`config.mk`:
```
export PLATFORM = sky130hd
export DESIGN_NAME = conv_ctrl_top
export DESIGN_NICKNAME = d
export VERILOG_FILES = /design/src/conv_ctrl_pkg.sv /design/src/ctrl_regs.sv /design/src/phase_sequencer.sv /design/src/feed_strobes.sv /design/src/write_strobes.sv /design/src/conv_ctrl_top.sv
export VERILOG_INCLUDE_DIRS = /design/src /design/src/src
export SDC_FILE = /design/constraint.sdc
export NUM_CORES = 1
export LEC_CHECK = 0
export BUFFER_PORTS_ARGS = -buffer_cell sky130_fd_sc_hd__buf_2
export CAP_MARGIN = 10
export CORE_MARGIN = 2
export CORE_UTILIZATION = 46
export DETAILED_ROUTE_END_ITERATION = 12
export GPL_TIMING_DRIVEN = 0
export PLACE_DENSITY = 0.77
export SLEW_MARGIN = 30
export SYNTH_ARGS = -nofsm -noshare
export SYNTH_HDL_FRONTEND = slang
export SYNTH_SLANG_ARGS = --single-unit
```
`constraint.sdc`:
```
create_clock -name clk -period 3.1 [get_ports clk]
set_clock_uncertainty 0.2 [all_clocks]
set_input_delay 0.465 -clock clk [delete_from_list [all_inputs] [get_ports clk]]
set_output_delay 0.465 -clock clk [all_outputs]
set_load 0.02 [all_outputs]
```
`src/conv_ctrl_defs.svh`:
```
`ifndef CONV_CTRL_DEFS_SVH
`define CONV_CTRL_DEFS_SVH

`define CC_SYSTOLIC_SIZE 4
`define CC_KERNEL_SIZE   3
`define CC_IFM_CHANNEL   1
`define CC_OFM_SIZE      4
`define CC_NO_FILTER     8

// One weight or IFM feed covers the whole kernel volume.
`define CC_LOAD_CYCLES   (`CC_KERNEL_SIZE * `CC_KERNEL_SIZE * `CC_IFM_CHANNEL)
`define CC_WINDOW_CYCLES (`CC_LOAD_CYCLES + 2 * `CC_SYSTOLIC_SIZE)
`define CC_DRAIN_CYCLES  (`CC_SYSTOLIC_SIZE + 2)
// Tiles per pass must stay even so that the pooling pairs close.
`define CC_NO_TILING     (((`CC_OFM_SIZE + `CC_SYSTOLIC_SIZE - 1) / `CC_SYSTOLIC_SIZE) * `CC_OFM_SIZE)
`define CC_NO_PASS       ((`CC_NO_FILTER + `CC_SYSTOLIC_SIZE - 1) / `CC_SYSTOLIC_SIZE)

`define CC_WB_AW 2
`define CC_WB_DW 32

`endif

```
`src/conv_ctrl_pkg.sv`:
```
`include "conv_ctrl_defs.svh"

package conv_ctrl_pkg;

    typedef enum logic [2:0] {
        IDLE        = 3'd0,
        LOAD_WEIGHT = 3'd1,
        FIRST_TILE  = 3'd2,
        STREAM      = 3'd3,
        DRAIN       = 3'd4
    } phase_t;

    typedef logic [4:0] step_t;
    typedef logic [7:0] tile_t;
    typedef logic [3:0] pass_t;
    typedef logic [$clog2(`CC_SYSTOLIC_SIZE + 1)-1:0] wgt_size_t;
    typedef logic [`CC_SYSTOLIC_SIZE-1:0] col_mask_t;

    typedef enum logic [`CC_WB_AW-1:0] {
        REG_CTRL     = 2'd0,
        REG_WGT_SIZE = 2'd1,
        REG_STATUS   = 2'd2,
        REG_RSVD     = 2'd3
    } reg_addr_t;

endpackage

```
`src/ctrl_regs.sv`:
```
`timescale 1ns/1ps
`include "conv_ctrl_defs.svh"

module ctrl_regs (
    input  logic                     clk,
    input  logic                     rst_n,
    input  logic                     wb_cyc,
    input  logic                     wb_stb,
    input  logic                     wb_we,
    input  logic [`CC_WB_AW-1:0]     wb_adr,
    input  logic [`CC_WB_DW-1:0]     wb_dat_w,
    output logic [`CC_WB_DW-1:0]     wb_dat_r,
    output logic                     wb_ack,
    input  logic                     busy,
    input  logic                     done,
    output logic                     start,
    output conv_ctrl_pkg::wgt_size_t wgt_size
);
    import conv_ctrl_pkg::*;

    logic                 req;
    logic                 wr;
    reg_addr_t            addr;
    logic                 done_flag;
    logic [`CC_WB_DW-1:0] rd_data;

    assign req  = wb_cyc && wb_stb && !wb_ack; // Single wait state per access.
    assign wr   = req && wb_we;
    assign addr = reg_addr_t'(wb_adr);

    always_comb begin
        rd_data = '0;
        case (addr)
            REG_WGT_SIZE: rd_data[$bits(wgt_size_t)-1:0] = wgt_size;
            REG_STATUS:   rd_data[1:0] = {done_flag, busy};
            default:      rd_data = '0; // CTRL and the reserved slot read zero.
        endcase
    end

    always_ff @(posedge clk or negedge rst_n) begin
        if (!rst_n) begin
            wb_ack    <= 1'b0;
            start     <= 1'b0;
            wgt_size  <= wgt_size_t'(`CC_SYSTOLIC_SIZE);
            done_flag <= 1'b0;
        end else begin
            wb_ack <= req;
            start  <= wr && (addr == REG_CTRL) && wb_dat_w[0];
            if (wr && (addr == REG_WGT_SIZE)) begin
                wgt_size <= wb_dat_w[$bits(wgt_size_t)-1:0];
            end
            if (done) begin
                done_flag <= 1'b1; // A new pulse wins over a clear in the same cycle.
            end else if (wr && (addr == REG_STATUS) && wb_dat_w[1]) begin
                done_flag <= 1'b0;
            end
        end
    end

    always_ff @(posedge clk) begin
        if (req && !wb_we) begin
            wb_dat_r <= rd_data;
        end
    end

endmodule

```
`src/phase_sequencer.sv`:
```
`timescale 1ns/1ps
`include "conv_ctrl_defs.svh"

module phase_sequencer (
    input  logic                  clk,
    input  logic                  rst_n,
    input  logic                  start,
    output conv_ctrl_pkg::phase_t next_phase,
    output conv_ctrl_pkg::step_t  step,
    output conv_ctrl_pkg::tile_t  tile,
    output conv_ctrl_pkg::pass_t  filter_pass,
    output logic                  busy,
    output logic                  done
);
    import conv_ctrl_pkg::*;

    phase_t phase_q;
    step_t  step_q;
    tile_t  tile_q;
    logic   in_window;
    logic   win_end;
    logic   last_pass;

    assign in_window = (phase_q == FIRST_TILE) || (phase_q == STREAM);
    assign win_end   = in_window && (step_q == step_t'(`CC_WINDOW_CYCLES - 1));
    assign last_pass = (filter_pass == pass_t'(`CC_NO_PASS));
    assign busy      = (phase_q != IDLE);

    always_comb begin
        next_phase = phase_q;
        case (phase_q)
            IDLE: if (start) next_phase = LOAD_WEIGHT; // Start is ignored in any other phase.
            LOAD_WEIGHT: begin
                if (step_q == step_t'(`CC_LOAD_CYCLES - 1)) next_phase = FIRST_TILE;
            end
            FIRST_TILE: if (win_end) next_phase = STREAM;
            STREAM: begin
                if (win_end && (tile_q == tile_t'(`CC_NO_TILING - 1))) next_phase = DRAIN;
            end
            DRAIN: begin
                if (step_q == step_t'(`CC_DRAIN_CYCLES - 1)) begin
                    next_phase = last_pass ? IDLE : LOAD_WEIGHT;
                end
            end
            default: next_phase = IDLE;
        endcase
    end

    // Step and tile are presented for the cycle that next_phase describes.
    always_comb begin
        step = step_q + 1'b1;
        if ((next_phase != phase_q) || (next_phase == IDLE) || win_end) begin
            step = '0;
        end
    end

    always_comb begin
        tile = tile_q;
        if ((next_phase == FIRST_TILE) && (phase_q != FIRST_TILE)) begin
            tile = '0;
        end else if (win_end) begin
            tile = tile_q + 1'b1;
        end
    end

    always_ff @(posedge clk or negedge rst_n) begin
        if (!rst_n) begin
            phase_q     <= IDLE;
            step_q      <= '0;
            tile_q      <= '0;
            filter_pass <= '0;
            done        <= 1'b0;
        end else begin
            phase_q <= next_phase;
            step_q  <= step;
            tile_q  <= tile;
            if ((phase_q == IDLE) && start) begin
                filter_pass <= '0;
            end else if ((phase_q == LOAD_WEIGHT) && (next_phase == FIRST_TILE)) begin
                filter_pass <= filter_pass + 1'b1;
            end
            done <= (next_phase == DRAIN) && (step == step_t'(`CC_DRAIN_CYCLES - 1))
                    && last_pass;
        end
    end

endmodule

```
`src/feed_strobes.sv`:
```
`timescale 1ns/1ps
`include "conv_ctrl_defs.svh"

module feed_strobes (
    input  logic                     clk,
    input  logic                     rst_n,
    input  conv_ctrl_pkg::phase_t    next_phase,
    input  conv_ctrl_pkg::step_t     step,
    input  conv_ctrl_pkg::tile_t     tile,
    output logic                     load_wgt,
    output logic                     load_ifm,
    output logic                     ifm_bank,
    output logic                     select_wgt,
    output logic                     reset_pe,
    output logic [1:0]               ifm_shift_en,
    output conv_ctrl_pkg::col_mask_t wgt_shift_en
);
    import conv_ctrl_pkg::*;

    logic       in_window;
    logic       bank_d;
    logic       load_ifm_d;
    logic       reset_pe_d;
    logic [1:0] ifm_shift_d;
    col_mask_t  wgt_shift_d;

    assign in_window = (next_phase == FIRST_TILE) || (next_phase == STREAM);

    always_comb begin
        bank_d      = 1'b0;
        load_ifm_d  = 1'b0;
        reset_pe_d  = (next_phase == DRAIN);
        ifm_shift_d = 2'b00;
        wgt_shift_d = '0;
        if (next_phase == LOAD_WEIGHT) begin
            wgt_shift_d = '1;
        end else if (in_window) begin
            bank_d     = ((step == '0) && (tile != '0)) ? !ifm_bank : ifm_bank;
            load_ifm_d = (step < step_t'(`CC_LOAD_CYCLES));
            reset_pe_d = (step == step_t'(`CC_WINDOW_CYCLES - 1));
            ifm_shift_d         = 2'b11; // The idle bank keeps shifting into the array.
            ifm_shift_d[bank_d] = (step <= step_t'(`CC_LOAD_CYCLES + 1));
            for (int i = 0; i < `CC_SYSTOLIC_SIZE; i++) begin
                wgt_shift_d[i] = (step >= step_t'(i)) && (step < step_t'(`CC_LOAD_CYCLES + i));
            end
        end
    end

    always_ff @(posedge clk or negedge rst_n) begin
        if (!rst_n) begin
            load_wgt     <= 1'b0;
            load_ifm     <= 1'b0;
            ifm_bank     <= 1'b0;
            select_wgt   <= 1'b0;
            reset_pe     <= 1'b0;
            ifm_shift_en <= 2'b00;
            wgt_shift_en <= '0;
        end else begin
            load_wgt     <= (next_phase == LOAD_WEIGHT);
            select_wgt   <= (next_phase == LOAD_WEIGHT);
            load_ifm     <= load_ifm_d;
            ifm_bank     <= bank_d;
            reset_pe     <= reset_pe_d;
            ifm_shift_en <= ifm_shift_d;
            wgt_shift_en <= wgt_shift_d;
        end
    end

endmodule

```
`src/write_strobes.sv`:
```
`timescale 1ns/1ps
`include "conv_ctrl_defs.svh"

module write_strobes (
    input  logic                     clk,
    input  logic                     rst_n,
    input  conv_ctrl_pkg::phase_t    next_phase,
    input  conv_ctrl_pkg::step_t     step,
    input  conv_ctrl_pkg::tile_t     tile,
    input  conv_ctrl_pkg::wgt_size_t wgt_size,
    output logic                     write_out_pe_en,
    output logic                     fifo_wr_en,
    output logic                     fifo_rd_en,
    output logic                     write_ofm_en
);
    import conv_ctrl_pkg::*;

    logic wr_window;
    logic wr_active;
    logic pair_q;
    logic pair_d;

    // Each STREAM window and the DRAIN write back the tile before them.
    assign wr_window = (next_phase == STREAM) || (next_phase == DRAIN);
    assign wr_active = wr_window && (step < step_t'(wgt_size));

    always_comb begin
        pair_d = pair_q;
        if (wr_window && (step == '0)) begin
            pair_d = ((next_phase == STREAM) && (tile == tile_t'(1))) ? 1'b0 : !pair_q;
        end
    end

    always_ff @(posedge clk or negedge rst_n) begin
        if (!rst_n) begin
            pair_q          <= 1'b0;
            write_out_pe_en <= 1'b0;
            fifo_wr_en      <= 1'b0;
            fifo_rd_en      <= 1'b0;
            write_ofm_en    <= 1'b0;
        end else begin
            pair_q          <= pair_d; // High while an odd tile is written back.
            write_out_pe_en <= wr_active;
            fifo_wr_en      <= wr_active;
            fifo_rd_en      <= wr_active && pair_d;
            write_ofm_en    <= wr_active && pair_d;
        end
    end

endmodule

```
`src/conv_ctrl_top.sv`:
```
`timescale 1ns/1ps
`include "conv_ctrl_defs.svh"

module conv_ctrl_top (
    input  logic                     clk,
    input  logic                     rst_n,
    input  logic                     wb_cyc,
    input  logic                     wb_stb,
    input  logic                     wb_we,
    input  logic [`CC_WB_AW-1:0]     wb_adr,
    input  logic [`CC_WB_DW-1:0]     wb_dat_w,
    output logic [`CC_WB_DW-1:0]     wb_dat_r,
    output logic                     wb_ack,
    output logic                     load_wgt,
    output logic                     load_ifm,
    output logic                     ifm_bank,
    output logic                     select_wgt,
    output logic                     reset_pe,
    output logic [1:0]               ifm_shift_en,
    output conv_ctrl_pkg::col_mask_t wgt_shift_en,
    output logic                     write_out_pe_en,
    output logic                     fifo_wr_en,
    output logic                     fifo_rd_en,
    output logic                     write_ofm_en,
    output conv_ctrl_pkg::pass_t     filter_pass,
    output logic                     done
);
    import conv_ctrl_pkg::*;

    logic      start;
    logic      busy;
    wgt_size_t wgt_size;
    phase_t    next_phase;
    step_t     step;
    tile_t     tile;

    ctrl_regs u_ctrl_regs (
        .clk      (clk),
        .rst_n    (rst_n),
        .wb_cyc   (wb_cyc),
        .wb_stb   (wb_stb),
        .wb_we    (wb_we),
        .wb_adr   (wb_adr),
        .wb_dat_w (wb_dat_w),
        .wb_dat_r (wb_dat_r),
        .wb_ack   (wb_ack),
        .busy     (busy),
        .done     (done),
        .start    (start),
        .wgt_size (wgt_size)
    );

    phase_sequencer u_phase_sequencer (
        .clk         (clk),
        .rst_n       (rst_n),
        .start       (start),
        .next_phase  (next_phase),
        .step        (step),
        .tile        (tile),
        .filter_pass (filter_pass),
        .busy        (busy),
        .done        (done)
    );

    feed_strobes u_feed_strobes (
        .clk          (clk),
        .rst_n        (rst_n),
        .next_phase   (next_phase),
        .step         (step),
        .tile         (tile),
        .load_wgt     (load_wgt),
        .load_ifm     (load_ifm),
        .ifm_bank     (ifm_bank),
        .select_wgt   (select_wgt),
        .reset_pe     (reset_pe),
        .ifm_shift_en (ifm_shift_en),
        .wgt_shift_en (wgt_shift_en)
    );

    write_strobes u_write_strobes (
        .clk             (clk),
        .rst_n           (rst_n),
        .next_phase      (next_phase),
        .step            (step),
        .tile            (tile),
        .wgt_size        (wgt_size),
        .write_out_pe_en (write_out_pe_en),
        .fifo_wr_en      (fifo_wr_en),
        .fifo_rd_en      (fifo_rd_en),
        .write_ofm_en    (write_ofm_en)
    );

endmodule

```
==> results of run 1 <==
stage by stage:
stage          hold WS (ns)  TNS [ns]  area (um^2)  utilization
2_1_floorplan      -0.03059         0         2848            -
3_3_place_gp         0.2473   -0.5360         3107       0.5342
3_5_place_dp         0.2570   -0.5649         3107       0.5342
4_1_cts              0.1111         0         3286       0.5650
5_1_grt              0.2096   -0.1247         3406       0.5856
6_report             0.1980  -0.02323         3406       0.5856
area by class of cell:
type | instances | area, um^2 | area share
sequential | 43 | 1094 | 0.3211
buffer | 42 | 302.8 | 0.08891
timing repair buffer | 49 | 290.3 | 0.08523
clock buffer | 6 | 72.57 | 0.02131
multi-input combinational | 206 | 1484 | 0.4357
inverter | 15 | 56.30 | 0.01653
tap | 75 | 93.84 | 0.02755
clock inverter | 2 | 12.51 | 0.003674
placed cells by master, fill, tap and decap left out, drive strengths merged, types with 4 or more instances in the layout:
cell type  instances
xnor2              7
mux2               4
nor3b              4
conb              29
nand4              5
a21oi             10
nand2             14
ha                11
nor2              25
buf               87
xor2               8
dfrtp             39
and3               4
clkbuf             9
nor3               8
o21ai              9
nand3              9
and2               7
inv               15
o31ai              4
registers in the layout, summed over array words and instances (netlist names), 2 cells and up:
signal	cells
u_phase_sequencer.phase_q	3
u_phase_sequencer.tile_q	8
u_phase_sequencer.filter_pass	4
u_feed_strobes.wgt_shift_en	4
u_phase_sequencer.step_q	5
u_ctrl_regs.wgt_size	3
u_ctrl_regs.wb_dat_r	3
u_feed_strobes.ifm_shift_en	2
per-layer routing:
layer	wire [um]	up-vias	GRT usage
li1	-	1083	-
met1	2541	1067	0.2375
met2	2782	97	0.2909
met3	354	18	0.03778
met4	169	0	0.07966
met5	0	-	0
path summary, 6_finish.rpt:
kind                                               endpoint  slack (ns)  depth (start not counted)
worst min register to register           u_ctrl_regs.wb_ack        0.27                          1
worst max register to register   u_write_strobes.fifo_rd_en       -0.02                         11
worst min-delay path                u_ctrl_regs.wgt_size[0]        0.20                          2
worst max-delay path             u_write_strobes.fifo_rd_en       -0.02                         11
max in group asynchronous       u_phase_sequencer.step_q[0]        1.86                          2
min in group asynchronous       u_phase_sequencer.tile_q[7]        0.47                          2
logic make-up (layout without fill, tap and decap cells):
family                     Yosys count  after routing
and+or+nand+nor                     94             94
muxes                                6              6
xor gates and xnor gates            15             15
DFF                                 43             43
adders and majority gates           11             11
buffers and inverters               57            114
other                                1             29
AOI/OAI and AO/OA                   51             51
repair_timing:
item / in CTS / in global routing
endpoints found under the hold margin: 0 / 39
endpoints found under the setup margin: 2 / 5
buffers inserted: 9 / 6
pin swaps: 5 / 5
hold buffers: 0 / 1
gates resized for setup: 7 / 12
power by group through the flow:
stage               Clock [uW]  Combinational, uW  Sequential (uW)
finish                     357                509              641
global placement             0                411              651
floorplan                    0                299              674
CTS                        361                456              639
global route               383                556              648
detailed placement           0                417              652
worst max-delay path, cell delays in order, from the launching register on:
cell and delay [ns]:
dfrtp_1 0.46, buf_2 0.23, inv_1 0.26, nand2_1 0.10
nor3_1 0.30, o32ai_4 0.17, buf_6 0.16, nor2_1 0.19
ha_1 0.28, buf_4 0.15, a2111oi_4 0.35, a21boi_2 0.20
==> summary.md, run 1 <==
| Metric | Value |
|---|---|
| Clock root buffer master | `clkbuf_8` |
| Initial drt markers | `181` |
| Yosys reg bits | `43` |
| Wirelength, routed | `5.848 mm` |
| Worst reg2reg startpoint | `u_phase_sequencer.phase_q[1]` |
| Clk buf depth | `2` |
| CTS tree | `built` |
| Final nets | `412` |
| # setup viols final | `1` |
| GRT overflow | `0` |
| Post-Syn Area | `0.002730 mm^2` |
| Vias after detailed routing | `2,265` |
| Critical path arrival | `3.16 ns` |
| Logic pwr share | `0.338` |
| Die ar. | `between 0.006 and 0.007 mm^2` |
| Dpl ws | `-0.3608 ns` |
| Number of global-route vias before repair | `1,930` |
| Simple-Gate Fraction of Synth Area | `0.2030` |
| RSZ-0062 raised after global routing | `yes` |
| Element type at the critical path end | `flop` |
| Top-count cell post-synth | `dfrtp_1` |
| Finished Layout Cells | `roughly 440` |
| Crit. Startpoint | `u_phase_sequencer.phase_q[1]` |
| Area Overhead vs Synth | `24.75%` |
| Status | `finished, violations left` |
| CTS Buf Count | `5` |
| Hold Vio Cnt, Final | `0` |
| PortBufs | `33` |
| Main combinational cell family by area after synthesis | `simple AND/OR/NAND/NOR gates` |
| Via density | `roughly 5.2` |
| Sw frac | `0.3446` |
| CP required | `3.14 ns` |
| Crit share post-route | `1.007` |
| Mean post-synth cell area | `between 9 and 10 um^2` |
| Reg power frac | `0.425` |
| Detailed Routing Iterations Pass 1 | `4` |
| Largest net degree at the start of global routing | `41` |
| Clock share of power | `0.237` |
| Final Max Slew Viols | `0` |
| Detail Route Antenna Nets | `0` |
| Filler cells | `between 500 and 600` |
| Initial Utilization | `0.4694` |
| Tot Pwr | `1507 uW` |
| Dominant synthesized flop cell | `dfrtp_1` |
| First-pass GRT wire length | `9.149 mm` |
| Post-synth EDFFs | `3` |
| Initial antenna violation count | `0` |
| Worst-margin pin slew | `0.6709 ns` |
| Setup crit start kind | `flop` |
| Xor/xnor share of the synthesized area | `0.04812` |
| Core Area | `0.005816 mm^2` |
| Peak supply drop | `around 0.29 mV` |
| Clock latency on the worst-skew pair | `0.30 ns` |
| Layout cell share with drive strength beyond 1 | `0.3361` |
| Top cells by count, synth | `dfrtp_1 (39), buf_4 (32), nor2_1 (24)` |
| Cell count after synthesis | `278` |
| Placed cells | `414` |
| Final min period | `3.123 ns` |
| Die height | `81.04 um` |
| Crit-path max FO | `10` |
| Critical path class | `flop to flop` |
| Antenna diodes | `0` |
| I/O pin count | `~90` |
| Internal power | `987.4 uW` |
| Chip Width | `between 80 and 90 um` |
| Synth Area in Adders | `0.05041` |
| Placement row count | `28` |
| Failing checks | `negative setup slack` |
| Dpl hpwl | `4.044 mm` |
| Post-synthesis mux area share | `0.02383` |
| Yosys top cell area share | `0.3575` |
| Clk pin slew, worst setup/hold paths | `roughly 0.080 ns` |
| Sequential fraction of the synthesis area | `0.4001` |
| Synth top area cells | `dfrtp_1 (36%), buf_4 (8.8%), ha_1 (5.0%)` |
| Final worst slack | `-0.02323 ns` |
| Max cap viols | `0` |
| Post-synthesis compound-gate area fraction | `0.1453` |
| Slew HR | `0.5465` |
| Async set-reset flop share out of synthesis | `0.9302` |
| Num Clock Sinks | `43` |
| Synth warn | `0` |
| NetSw | `519.1 uW` |
| Gr usage total | `0.1816` |
| H-Tree Level Count | `2` |
| DRC | `0` |
| Leakage | `0.001683 uW` |
| Hold/Removal Path Class | `input pin to flop` |
| Avg WL per Cell | `13.35 um` |
| Routability congestion estimate | `0.9074` |
| Netlist cell types | `59` |
| Fmax | `around 320 MHz` |
| Hold Startpoint | `wb_dat_w[0]` |
| Post-synth top area cell | `dfrtp_1` |
| Pwr Density | `442.3 mW/mm^2` |
No activity file was read; power rests on OpenSTA's default activity.
==> run 2, diff against run 1 <==
Settings changed: CORE_UTILIZATION 46 to 55, PLACE_DENSITY 0.77 to 0.86.
Clock period 3.1 ns to 3.7 ns, I/O delays scaled along.
==> run 2 against run 1 <==
  * The run now ends clean
  * Worst hold slack got worse by 0.19 ns
  * Sequential share of layout area rose by 2.1 points
  * Power fell by 21%
  * Flip-flop and latch count did not move
  * Non-clock buffer count fell by 15
  * Utilization rose by 8.5 points
  * Largest power group unchanged
  * Fmax fell by 11%
  * Clock power fell by 17%
  * Critical path depth rose by 2
  * Combinational power fell by 31%
  * Sequential power fell by 16%
==> summary.md, run 2 (same netlist as run 1, synthesis figures left out) <==
| Metric | Value |
|---|---|
| Status | `completed` |
| I/O pin count | `92` |
| Seq. cell area | `0.001092 mm^2` |
| CTS Buf Count | `5` |
| Worst Setup EP | `u_write_strobes.fifo_rd_en` |
| Reg2Reg Depth | `13` |
| CP required | `3.74 ns` |
| Dpl hpwl | `4.015 mm` |
| Fmax | `283.9 MHz` |
| Slew HR | `0.5258` |
| Core Area | `0.004755 mm^2` |
| Setup slack, reg-to-reg | `around 0.18 ns` |
| Cell Area, Placed | `0.003084 mm^2` |
| Detailed Routing Iterations Pass 1 | `4` |
| Max reg flops | `8` |
| Critical path class | `flop to flop` |
| Peak supply drop | `0.1867 mV` |
| Clk pin slew, worst setup/hold paths | `approximately 0.080 ns` |
| Crit. Startpoint | `u_phase_sequencer.step_q[0]` |
| Critical path arrival | `3.56 ns` |
| Routability congestion estimate | `0.8962` |
| First-pass GRT wire length | `8.735 mm` |
| Hold/Removal Path Class | `input pin to asynchronous set/reset pin` |
| Leakage | `approximately 0.0016 uW` |
| Initial drt markers | `151` |
| Post-Layout Inst Area | `0.003191 mm^2` |
| Worst reg2reg startpoint | `u_phase_sequencer.step_q[0]` |
| Die ar. | `roughly 0.0055 mm^2` |
| Crit share post-route | `0.9520` |
| CTS tree | `built` |
| Avg WL per Cell | `approximately 13 um` |
| # setup viols final | `0` |
| Commonest cells after routing, fill and taps aside | `dfrtp_1 (39), buf_2 (36), buf_4 (36)` |
| Vias after detailed routing | `roughly 2.2k` |
| Number of global-route vias before repair | `1,979` |
| Clock latency on the worst-skew pair | `0.30 ns` |
| Multi-input logic area | `0.001400 mm^2` |
| Worst-margin pin slew | `0.7015 ns` |
| Layout cell share with drive strength beyond 1 | `0.2816` |
| Final min period | `about 3.5 ns` |
| Most common cell after layout, fill and taps aside | `dfrtp_1` |
| H-Tree Level Count | `2` |
| Crit-path slowest cell | `dfrtp_1` |
| Largest register by flop count | `u_phase_sequencer.tile_q` |
| Largest stage delay on the critical path | `between 0.4 and 0.5 ns` |
| Final core occ | `0.6711` |
| Setup crit start kind | `flop` |
| Reg2reg end | `u_write_strobes.fifo_rd_en` |
| Final nets | `397` |
| Via density | `5.181` |
| Detail Route Antenna Nets | `0` |
| Biggest registers after layout | `u_phase_sequencer.tile_q x8, u_phase_sequencer.step_q x5` |
| Num Clock Sinks | `43` |
| Largest net degree at the start of global routing | `41` |
| Die height | `74.46 um` |
| Hold Vio Cnt, Final | `0` |
| Filler cells | `390` |
| Chip Width | `roughly 74 um` |
| Gr usage total | `0.2062` |
| Final worst slack | `approximately 0.18 ns` |
| GRT overflow | `0` |
| Cells along the critical path | `inv_1, ha_1, nand4bb_4, nor2_4, a311oi_2, o32ai_4, buf_4, nor2_1, ha_1, nand3_1, a31oi_1, a2111oi_4, a21boi_2` |
| Area Overhead vs Synth | `16.87%` |
| Dpl ws | `roughly 0.075 ns` |
| DRC | `0` |
| Wirelength, routed | `5.433 mm` |
| Setup TNS | `0 ns` |
| Clk buf depth | `2` |
| Max cap viols | `0` |
| Crit-path max FO | `10` |
| Antenna diodes | `0` |
| Placement row count | `25` |
| Initial antenna violation count | `0` |
| Initial Utilization | `0.5742` |
| RSZ-0062 raised after global routing | `no` |
| Pwr Density | `371.2 mW/mm^2` |
| Element type at the critical path end | `flop` |
| Tot Pwr | `about 1200 uW` |
| Final Max Slew Viols | `0` |
| Clock root buffer master | `clkbuf_8` |
| CP most frequent cell | `ha_1` |
| PortBufs | `33` |
## run 2: changes by cell type in the layout (fill, tap and decap cells not counted), sizes merged
cell and delta:
dlygate4sd3 -1, clkinv -1, clkinvlp +1, buf -14
## run 2: per-stage QoR
stage / hold slack (ns) / cells
finish: 0.004982 / 415
global route: 0.05468 / 415
CTS: 0.2023 / 414
detailed placement: 0.2565 / 406
global placement: 0.2462 / 406
floorplan: 0.05941 / 306
## run 2: critical path: cells and delay by family (launching register included)
kind	cells	cell delay, ns
buffers and inverters	2	0.39
AO/OA/AOI/OAI	5	1.22
AND/OR/NAND/NOR	4	0.55
adder cells (fa/ha/maj)	2	0.62
flip-flops	1	0.47
## run 2: power by group
group          internal [uW]  total [uW]  leakage [uW]  switching, uW
clock network            132         295     0.0000412            163
registers                513         538      0.000568           25.1
logic                    136         352      0.000988            216
total                    781        1180       0.00160            404
## run 2: area by class of cell
type	instances	share of cell area
multi-input combinational	206	0.4388
sequential	43	0.3424
buffer	42	0.09333
timing repair buffer	34	0.05490
tap	67	0.02627
clock buffer	6	0.02275
inverter	15	0.01765
clock inverter	2	0.003922
## run 2: timing repair
item | in CTS | in global routing
setup endpoints to repair | 0 | 2
hold endpoints to repair | 0 | 0
buffers inserted | 0 | 1
gates resized for setup | 0 | 4
hold buffers | 0 | 0
## run 2: how the worst min path moves through the flow
stage,from,to,slack [ns]
6_report,rst_n,u_phase_sequencer.tile_q[6],0.005
3_5_place_dp,u_ctrl_regs.wb_ack,u_ctrl_regs.wb_ack,0.26
5_1_grt,rst_n,u_phase_sequencer.tile_q[3],0.05
2_1_floorplan,rst_n,u_ctrl_regs.done_flag,0.06
4_1_cts,rst_n,u_phase_sequencer.step_q[2],0.20
3_3_place_gp,u_ctrl_regs.wb_ack,u_ctrl_regs.wb_ack,0.25
## run 2: metal layers
layer  track usage  wire length (um)  part of all wire  vias up
li1              -                 -                 -     1050
met1        0.2562              2326              0.43     1013
met2        0.3471              2670              0.49       76
met3       0.04336               320             0.059       11
met4       0.08929               115             0.021        0
met5             0                 0                 0        -
